**src/verilog/sd_pkg.sv**
```systemverilog
`default_nettype none

package sd_pkg;

    // ========================================================================
    // Timing
    // ========================================================================

    // sd_clk half periods in clk cycles
    localparam int half_slow = 8;
    localparam int half_fast = 1;

    // Token and response lengths in bits
    localparam int cmd_bits        = 48;
    localparam int resp_short_bits = 48;
    localparam int resp_long_bits  = 136;

    // sd_clk cycles to wait for a response start bit
    localparam int ncr_max = 64;

    // ========================================================================
    // Types
    // ========================================================================

    // resp_short_nocrc is the R3 case, CRC field is all ones
    typedef enum logic [1:0] {
        resp_none,
        resp_short,
        resp_long,
        resp_short_nocrc
    } resp_kind_e;

    typedef enum logic [1:0] {
        st_idle,
        st_send,
        st_recv,
        st_done
    } ctrl_state_e;

    // Command indices with a special response kind
    localparam logic [5:0] cmd_go_idle         = 6'd0;
    localparam logic [5:0] cmd_all_send_cid    = 6'd2;
    localparam logic [5:0] cmd_send_csd        = 6'd9;
    localparam logic [5:0] cmd_send_cid        = 6'd10;
    localparam logic [5:0] cmd_sd_send_op_cond = 6'd41;

endpackage

`default_nettype wire

```
**src/verilog/sd_clk_gen.sv**
```systemverilog
`default_nettype none

module sd_clk_gen (
    input  logic clk,
    input  logic rst_n,
    input  logic run,
    input  logic fast_mode,
    output logic sd_clk,
    output logic tick_rise,
    output logic tick_fall
);

    typedef logic [$clog2(sd_pkg::half_slow + 1)-1:0] cnt_t;

    cnt_t cnt;
    cnt_t half_m1;
    logic expire;

    // Last cycle of the current half period
    assign half_m1 = fast_mode ? cnt_t'(sd_pkg::half_fast - 1)
                               : cnt_t'(sd_pkg::half_slow - 1);
    assign expire  = run && (cnt == half_m1);

    // Ticks mark the cycle whose closing edge moves sd_clk
    assign tick_rise = expire && !sd_clk;
    assign tick_fall = expire && sd_clk;

    always_ff @(posedge clk) begin
        if (!rst_n) begin
            sd_clk <= 1'b0;
            cnt    <= '0;
        end else if (!run) begin
            // Parked low, counter waits at zero so the first low phase is full
            sd_clk <= 1'b0;
            cnt    <= '0;
        end else if (expire) begin
            sd_clk <= !sd_clk;
            cnt    <= '0;
        end else begin
            cnt <= cnt + 1'b1;
        end
    end

endmodule

`default_nettype wire

```
**src/verilog/sd_cmd_ctrl.sv**
```systemverilog
`default_nettype none

module sd_cmd_ctrl (
    input  logic               clk,
    input  logic               rst_n,
    input  logic               trigger,
    input  logic [5:0]         cmd_index,
    input  logic [31:0]        cmd_arg,
    input  logic               fast_mode_in,
    input  logic               tx_end,
    input  logic               rx_end,
    output logic               busy,
    output logic               done,
    output logic               clk_run,
    output logic               clk_fast,
    output logic               tx_start,
    output logic [5:0]         tx_index,
    output logic [31:0]        tx_arg,
    output logic               rx_start,
    output sd_pkg::resp_kind_e rx_kind
);

    sd_pkg::ctrl_state_e state;
    logic                accept;

    // Response type from the command index
    function automatic sd_pkg::resp_kind_e kind_of(input logic [5:0] idx);
        sd_pkg::resp_kind_e k;
        case (idx)
            sd_pkg::cmd_go_idle:         k = sd_pkg::resp_none;
            sd_pkg::cmd_all_send_cid,
            sd_pkg::cmd_send_csd,
            sd_pkg::cmd_send_cid:        k = sd_pkg::resp_long;
            sd_pkg::cmd_sd_send_op_cond: k = sd_pkg::resp_short_nocrc;
            default:                     k = sd_pkg::resp_short;
        endcase
        return k;
    endfunction

    // Triggers while busy are dropped
    assign accept = (state == sd_pkg::st_idle) && trigger;

    assign busy    = state != sd_pkg::st_idle;
    assign done    = state == sd_pkg::st_done;
    assign clk_run = (state == sd_pkg::st_send) || (state == sd_pkg::st_recv);

    // Receiver is always started, it clears resp for index 0 too
    assign rx_start = (state == sd_pkg::st_send) && tx_end;

    // ========================================================================
    // Request latch
    // ========================================================================

    always_ff @(posedge clk) begin
        if (accept) begin
            tx_index <= cmd_index;
            tx_arg   <= cmd_arg;
        end
    end

    // ========================================================================
    // Sequencer
    // ========================================================================

    always_ff @(posedge clk) begin
        if (!rst_n) begin
            state    <= sd_pkg::st_idle;
            tx_start <= 1'b0;
            clk_fast <= 1'b0;
            rx_kind  <= sd_pkg::resp_none;
        end else begin
            tx_start <= accept;
            case (state)
                sd_pkg::st_idle: begin
                    if (accept) begin
                        clk_fast <= fast_mode_in;
                        rx_kind  <= kind_of(cmd_index);
                        state    <= sd_pkg::st_send;
                    end
                end
                sd_pkg::st_send: begin
                    if (tx_end) begin
                        state <= (rx_kind == sd_pkg::resp_none) ? sd_pkg::st_done
                                                                : sd_pkg::st_recv;
                    end
                end
                sd_pkg::st_recv: begin
                    if (rx_end) begin
                        state <= sd_pkg::st_done;
                    end
                end
                default: begin
                    state <= sd_pkg::st_idle;
                end
            endcase
        end
    end

endmodule

`default_nettype wire

```
**src/verilog/sd_cmd_top.sv**
```systemverilog
`default_nettype none

module sd_cmd_top (
    input  logic         clk,
    input  logic         rst_n,
    input  logic         trigger,
    input  logic [5:0]   cmd_index,
    input  logic [31:0]  cmd_arg,
    input  logic         fast_mode,
    input  logic         cmd_in,
    output logic         busy,
    output logic         done,
    output logic [135:0] resp,
    output logic         resp_timeout,
    output logic         resp_crc_err,
    output logic         sd_clk,
    output logic         cmd_out,
    output logic         cmd_oe
);

    logic               clk_run;
    logic               clk_fast;
    logic               tick_rise;
    logic               tick_fall;
    logic               tx_start;
    logic [5:0]         tx_index;
    logic [31:0]        tx_arg;
    logic               tx_end;
    logic               rx_start;
    sd_pkg::resp_kind_e rx_kind;
    logic               rx_end;

    sd_cmd_ctrl i_sd_cmd_ctrl (
        .clk          (clk),
        .rst_n        (rst_n),
        .trigger      (trigger),
        .cmd_index    (cmd_index),
        .cmd_arg      (cmd_arg),
        .fast_mode_in (fast_mode),
        .tx_end       (tx_end),
        .rx_end       (rx_end),
        .busy         (busy),
        .done         (done),
        .clk_run      (clk_run),
        .clk_fast     (clk_fast),
        .tx_start     (tx_start),
        .tx_index     (tx_index),
        .tx_arg       (tx_arg),
        .rx_start     (rx_start),
        .rx_kind      (rx_kind)
    );

    sd_clk_gen i_sd_clk_gen (
        .clk       (clk),
        .rst_n     (rst_n),
        .run       (clk_run),
        .fast_mode (clk_fast),
        .sd_clk    (sd_clk),
        .tick_rise (tick_rise),
        .tick_fall (tick_fall)
    );

    sd_cmd_tx i_sd_cmd_tx (
        .clk       (clk),
        .rst_n     (rst_n),
        .start     (tx_start),
        .index     (tx_index),
        .arg       (tx_arg),
        .tick_fall (tick_fall),
        .cmd_out   (cmd_out),
        .cmd_oe    (cmd_oe),
        .tx_end    (tx_end)
    );

    sd_resp_rx i_sd_resp_rx (
        .clk        (clk),
        .rst_n      (rst_n),
        .start      (rx_start),
        .kind       (rx_kind),
        .tick_rise  (tick_rise),
        .tick_fall  (tick_fall),
        .cmd_in     (cmd_in),
        .resp       (resp),
        .rx_end     (rx_end),
        .rx_timeout (resp_timeout),
        .rx_crc_err (resp_crc_err)
    );

endmodule

`default_nettype wire

```
**src/verilog/sd_cmd_tx.sv**
```systemverilog
`default_nettype none

module sd_cmd_tx (
    input  logic        clk,
    input  logic        rst_n,
    input  logic        start,
    input  logic [5:0]  index,
    input  logic [31:0] arg,
    input  logic        tick_fall,
    output logic        cmd_out,
    output logic        cmd_oe,
    output logic        tx_end
);

    typedef enum logic {
        tx_idle,
        tx_shift
    } tx_state_e;

    tx_state_e   state;
    logic [39:0] shreg;
    logic [5:0]  bit_cnt;
    logic        shift_en;
    logic        at_crc;
    logic        at_end;
    logic        next_bit;
    logic        crc_en;
    logic [6:0]  crc;

    // ========================================================================
    // Bit position
    // ========================================================================

    assign shift_en = (state == tx_shift) && tick_fall;

    // 40 frame bits sent, CRC goes out next
    assign at_crc = bit_cnt == 6'(sd_pkg::cmd_bits - 8);

    // End bit sent, line is released on this tick
    assign at_end = bit_cnt == 6'(sd_pkg::cmd_bits);

    // CRC MSB taken straight from the generator on the first CRC bit
    assign next_bit = at_crc ? crc[6] : shreg[39];

    assign crc_en = shift_en && (bit_cnt < 6'(sd_pkg::cmd_bits - 8));
    assign tx_end = shift_en && at_end;

    sd_crc7 i_sd_crc7 (
        .clk    (clk),
        .rst_n  (rst_n),
        .clear  (start),
        .bit_en (crc_en),
        .din    (shreg[39]),
        .crc    (crc)
    );

    // ========================================================================
    // Shift register
    // ========================================================================

    always_ff @(posedge clk) begin
        if (start) begin
            // Start bit 0, transmission bit 1
            shreg <= {1'b0, 1'b1, index, arg};
        end else if (shift_en) begin
            if (at_crc) begin
                shreg <= {crc[5:0], 1'b1, 33'b0};
            end else begin
                shreg <= {shreg[38:0], 1'b0};
            end
        end
    end

    // ========================================================================
    // Line control
    // ========================================================================

    always_ff @(posedge clk) begin
        if (!rst_n) begin
            state   <= tx_idle;
            bit_cnt <= '0;
            cmd_out <= 1'b1;
            cmd_oe  <= 1'b0;
        end else if (start) begin
            state   <= tx_shift;
            bit_cnt <= '0;
        end else if (shift_en) begin
            if (at_end) begin
                cmd_out <= 1'b1;
                cmd_oe  <= 1'b0;
                state   <= tx_idle;
            end else begin
                cmd_out <= next_bit;
                cmd_oe  <= 1'b1;
                bit_cnt <= bit_cnt + 1'b1;
            end
        end
    end

endmodule

`default_nettype wire

```
**src/verilog/sd_crc7.sv**
```systemverilog
`default_nettype none

// Serial CRC7, x^7 + x^3 + 1, MSB first
module sd_crc7 (
    input  logic       clk,
    input  logic       rst_n,
    input  logic       clear,
    input  logic       bit_en,
    input  logic       din,
    output logic [6:0] crc
);

    logic fb;

    // Feedback taps into bits 0 and 3
    assign fb = din ^ crc[6];

    always_ff @(posedge clk) begin
        if (!rst_n || clear) begin
            crc <= '0;
        end else if (bit_en) begin
            crc <= {crc[5:3], crc[2] ^ fb, crc[1:0], fb};
        end
    end

endmodule

`default_nettype wire

```
**src/verilog/sd_resp_rx.sv**
```systemverilog
`default_nettype none

module sd_resp_rx (
    input  logic                   clk,
    input  logic                   rst_n,
    input  logic                   start,
    input  sd_pkg::resp_kind_e     kind,
    input  logic                   tick_rise,
    input  logic                   tick_fall,
    input  logic                   cmd_in,
    output logic [135:0]           resp,
    output logic                   rx_end,
    output logic                   rx_timeout,
    output logic                   rx_crc_err
);

    typedef enum logic [1:0] {
        rx_idle,
        rx_hunt,
        rx_capture,
        rx_finish
    } rx_state_e;

    rx_state_e  state;
    logic [7:0] bit_cnt;
    logic [6:0] hunt_cnt;
    logic [7:0] resp_len;
    logic       start_seen;
    logic       shift_en;
    logic       crc_en;
    logic [6:0] crc;

    assign resp_len = (kind == sd_pkg::resp_long) ? 8'(sd_pkg::resp_long_bits)
                                                  : 8'(sd_pkg::resp_short_bits);

    assign start_seen = (state == rx_hunt) && tick_rise && !cmd_in;
    assign shift_en   = start_seen || ((state == rx_capture) && tick_rise);

    // CRC covers start bit through bit 8
    assign crc_en = start_seen
                 || ((state == rx_capture) && tick_rise && (bit_cnt < 8'd40));

    // Finish on a falling tick so sd_clk is low when the controller stops it
    assign rx_end = (state == rx_finish) && tick_fall;

    sd_crc7 i_sd_crc7 (
        .clk    (clk),
        .rst_n  (rst_n),
        .clear  (start),
        .bit_en (crc_en),
        .din    (cmd_in),
        .crc    (crc)
    );

    always_ff @(posedge clk) begin
        if (!rst_n || start) begin
            resp <= '0;
        end else if (shift_en) begin
            resp <= {resp[134:0], cmd_in};
        end
    end

    always_ff @(posedge clk) begin
        if (!rst_n) begin
            state      <= rx_idle;
            bit_cnt    <= '0;
            hunt_cnt   <= '0;
            rx_timeout <= 1'b0;
            rx_crc_err <= 1'b0;
        end else if (start) begin
            // No response expected, flags and resp just get cleared
            state      <= (kind == sd_pkg::resp_none) ? rx_idle : rx_hunt;
            bit_cnt    <= '0;
            hunt_cnt   <= '0;
            rx_timeout <= 1'b0;
            rx_crc_err <= 1'b0;
        end else begin
            case (state)
                rx_hunt: begin
                    if (start_seen) begin
                        bit_cnt <= 8'd1;
                        state   <= rx_capture;
                    end else if (tick_rise) begin
                        if (hunt_cnt == 7'(sd_pkg::ncr_max - 1)) begin
                            rx_timeout <= 1'b1;
                            state      <= rx_finish;
                        end else begin
                            hunt_cnt <= hunt_cnt + 1'b1;
                        end
                    end
                end
                rx_capture: begin
                    if (tick_rise) begin
                        bit_cnt <= bit_cnt + 1'b1;
                        if (bit_cnt == resp_len - 8'd1) begin
                            state <= rx_finish;
                        end
                    end
                end
                rx_finish: begin
                    if (tick_fall) begin
                        // R3 and R2 skip the check
                        rx_crc_err <= !rx_timeout && (kind == sd_pkg::resp_short)
                                   && (crc != resp[7:1]);
                        state      <= rx_idle;
                    end
                end
                default: begin
                    state <= rx_idle;
                end
            endcase
        end
    end

endmodule

`default_nettype wire
```
**config.mk**
```make
export PLATFORM = sky130hd
export DESIGN_NAME = sd_cmd_top
export DESIGN_NICKNAME = d
export VERILOG_FILES = /design/src/verilog/sd_pkg.sv /design/src/verilog/sd_clk_gen.sv /design/src/verilog/sd_cmd_ctrl.sv /design/src/verilog/sd_cmd_top.sv /design/src/verilog/sd_cmd_tx.sv /design/src/verilog/sd_crc7.sv /design/src/verilog/sd_resp_rx.sv
export SDC_FILE = /design/constraint.sdc
export NUM_CORES = 1
export LEC_CHECK = 0
export ABC_AREA = 1
export BUFFER_PORTS_ARGS = -buffer_cell sky130_fd_sc_hd__buf_2
export CAP_MARGIN = 20
export CORE_MARGIN = 3
export CORE_UTILIZATION = 55
export CTS_CLUSTER_DIAMETER = 30
export CTS_CLUSTER_SIZE = 28
export DETAILED_ROUTE_END_ITERATION = 8
export PLACE_DENSITY = 0.79
export SLEW_MARGIN = 20
export SYNTH_ARGS = -nofsm -noshare
export SYNTH_HDL_FRONTEND = slang
export SYNTH_SLANG_ARGS = --single-unit
```
**constraint.sdc**
```tcl
create_clock -name clk -period 2.9 [get_ports clk]
set_input_delay 0.29 -clock clk [delete_from_list [all_inputs] [get_ports clk]]
set_output_delay 0.29 -clock clk [all_outputs]
set_load 0.1 [all_outputs]
```
==> summary.md <==
| Metric | Value |
|---|---|
| Outcome | `finished, final reports clean` |
| Synth warn | `0` |
| Final Cycle Share | `86.6%` |
| R2R depth | `12` |
| Cell area after synthesis | `10400 um^2` |
| Register area share after synthesis | `58.8%` |
| H-Tree Level Count | `2` |
| RSZ-0062 raised after global routing | `no` |
| Global-route wire length before repair | `40300 um` |
| Final count of hold timing violations | `0` |
| Hold EP | `i_sd_cmd_ctrl.clk_fast` |
| Fillers | `1292` |
| Final #Nets | `1460` |
| Peak VDD IR | `0.648 mV` |
| Post-CTS sizing | `0` |
| Die Ht | `143 um` |
| Synth async-reset ratio | `0%` |
| Vias in the first global route | `8468` |
| Clock Latency Late Sink | `0.53 ns` |
| R2R Path End | `i_sd_resp_rx.resp[59]` |
| PortBufs | `185` |
| CTS tree | `yes` |
| Clock Skews | `0.0102 ns` |
| Slew Limit Headroom | `60.1%` |
| Share of the synthesized area in the top cell type | `36.9%` |
| Synthesized netlist net count | `1236` |
| RePlAce Congestion | `0.829` |
| Synth Area per Inst | `8.79 um^2` |
| Hold Path Stages | `3` |
| Critical Path AT | `2.96 ns` |
| Clk root buf | `clkbuf_16` |
| Layout cells sized above 1 | `20.8%` |
| Power Total | `0.0109 W` |
| Buf+Inv Stages, Crit Path | `4` |
| Leakage | `5.52 nW` |
| Clk pin slew, worst setup/hold paths | `0.05 ns` |
| Slowest stage cell, crit path | `inv_4` |
| CP startpoint kind | `register` |
| RR Startpoint | `i_sd_cmd_ctrl.state[0]` |
| Detail Route Antenna Nets | `0` |
| Crit path capture type | `register` |
| Total congestion overflow | `0` |
| Setup TNS | `0 ns` |
| Area grow syn2layout | `28.8%` |
| R2R Setup Slk | `0.39 ns` |
| Die width | `143 um` |
| Starting Density | `56.8%` |
| Placed cell area | `11400 um^2` |
| Routed len/inst | `14.6 um` |
| Worst-Margin Slew | `0.596 ns` |
| Final setup fails | `0` |
| # IOs | `186` |
| Max Cap Viol | `0` |
| Max incr delay on CP | `0.44 ns` |
| Synthesis-stage register bit count | `267` |
| Max FO, Critical Path | `75` |
| Hold Startpoint | `fast_mode` |
| Initial antenna violation count | `0` |
| DRC viols | `0` |
| Delay-heaviest family, CP | `buffers and inverters` |
| Synth area leaders | `dfxtp_1 (37%), edfxtp_1 (22%), nand2_1 (15%), a21oi_1 (8.2%), nor2_1 (2.2%)` |
| Largest net degree at the start of global routing | `136` |
| Required @ worst endpoint | `3.35 ns` |
| Final Max Tran Viols | `0` |
| DR vias/cell | `5.22` |
| Antenna diode count | `0` |
| Period minus WS final | `2.51 ns` |
| DRT iter0 DRCs | `524` |
| Hold Path Class | `input port to register` |
| Routed vias | `8717` |
| Critical path type | `register to register` |
| Rows | `49` |
| Synth unique cells | `47` |
| Core area | `18300 um^2` |
| Detailed Route WL | `24500 um` |
| Cts bufs inserted | `46` |
| DRT Pass-1 Iters | `5` |
| DP Wirelength | `14400 um` |
| Leading area contributor after synthesis | `dfxtp_1` |
| Critical-path cell list | `inv_1 -> ha_1 -> inv_1 -> nor2_4 -> nand3_4 -> nor2_4 -> nand2_2 -> nand2_4 -> inv_4 -> buf_12 -> nand2_1 -> a21oi_1` |
| Max Freq | `398 MHz` |
| Total number of clock tree sinks | `267` |
| Die Footprint | `20500 um^2` |
| Fin area | `13400 um^2` |
| Pwr dens | `814 nW/um^2` |
| Overall Global Routing Usage | `23.6%` |
| Synth Instances | `1180` |
| CTS max path bufs | `3` |
| Post-synth EDFFs | `76` |
| Top FF cell, synth | `dfxtp_1` |
-- cells by family (layout without fill, tap and decap cells) --
logic type / Yosys count / in the layout / share of synthesized area [%]
simple gates: 546 / 546 / 21.8
compound gates: 224 / 224 / 11.3
buf+inv: 115 / 376 / 5.22
fa+ha+maj: 13 / 13 / 1.57
flops: 267 / 267 / 58.8
mux: 1 / 1 / 0.0965
xor+xnor: 14 / 14 / 1.18
-- worst max path at each step --
stage	startpoint	endpoint	depth (start not counted)
2_1_floorplan	i_sd_clk_gen.sd_clk	i_sd_cmd_tx.shreg[0]	6
5_1_grt	i_sd_cmd_ctrl.state[0]	i_sd_resp_rx.resp[2]	12
3_5_place_dp	i_sd_cmd_ctrl.state[0]	i_sd_resp_rx.resp[59]	12
3_3_place_gp	i_sd_cmd_ctrl.state[0]	i_sd_resp_rx.resp[5]	12
6_report	i_sd_cmd_ctrl.state[0]	i_sd_resp_rx.resp[59]	12
4_1_cts	i_sd_cmd_ctrl.state[0]	i_sd_resp_rx.resp[59]	12
-- cells in the final DEF, fill, tap and decap left out, types with 38 or more instances in the layout --
cell,instances
nand2_1,404
dfxtp_1,191
buf_2,185
a21oi_1,169
edfxtp_1,76
nor2_1,62
inv_1,52
clkbuf_16,47
nand3_1,44
dlygate4sd3_1,38
-- synthesized netlist by cell type, types with 9 or more instances --
cell type  instances
o21ai_0           34
edfxtp_1          76
inv_1             52
nand2_1          404
buf_2             35
ha_1              13
nand2_2            9
xnor2_1           10
nor2_1            62
dfxtp_1          191
a21oi_1          169
nand3_1           44
-- flip-flops by register name, indices dropped and copies added, names as in the netlist, 2 cells and up --
name,cells
i_sd_resp_rx.hunt_cnt,7
i_sd_resp_rx.i_sd_crc7.crc,7
i_sd_clk_gen.cnt,4
i_sd_cmd_ctrl.tx_index,6
i_sd_cmd_ctrl.rx_kind,2
i_sd_cmd_tx.i_sd_crc7.crc,7
i_sd_resp_rx.state,2
i_sd_cmd_tx.bit_cnt,6
i_sd_cmd_tx.shreg,40
i_sd_resp_rx.bit_cnt,8
i_sd_resp_rx.resp,136
i_sd_cmd_ctrl.state,2
i_sd_cmd_ctrl.tx_arg,32
-- worst min-delay path: stages --
cell     delay, ns
buf_2         0.10
o21ai_0       0.08
a21oi_1       0.10
-- through the flow --
step	setup WS, ns	utilization, %	cells	hold slack [ns]
finish	0.388	73.1	1670	0.0790
global route	0.113	73.1	1670	0.0822
detailed placement	0.390	62.5	1547	0.444
floorplan	0.00141	-	1180	0.389
global placement	0.497	62.5	1547	0.436
CTS	0.352	73.1	1670	0.0655
-- where the power goes --
group | internal [W] | switching, W
combinational | 0.000352 | 0.000833
sequential | 0.00419 | 0.000119
clock | 0.00347 | 0.00190
total | 0.00802 | 0.00286
-- timing repair --
item | in CTS | in global routing
hold endpoints to repair | 38 | 0
buffers inserted | 0 | 0
hold buffers | 38 | 0
-- metal layers --
layer	global-route usage [%]	up-vias	part of all wire, %
met5	0	-	0
met4	8.62	0	2.9
met3	6.79	62	8.1
met2	38.8	299	49
met1	29.9	4027	40
li1	-	4329	-
-- layout make-up --
cell class | count | area (um^2) | area share (%)
multi-input cells | 798 | 3730 | 27.9
well taps | 229 | 287 | 2.14
clock inverters | 28 | 317 | 2.37
inverters | 58 | 220 | 1.65
flip-flops and latches | 267 | 6110 | 45.7
clock buffers | 57 | 1250 | 9.38
repair buffers | 233 | 1440 | 10.8
(Power assumes the default switching activity.)
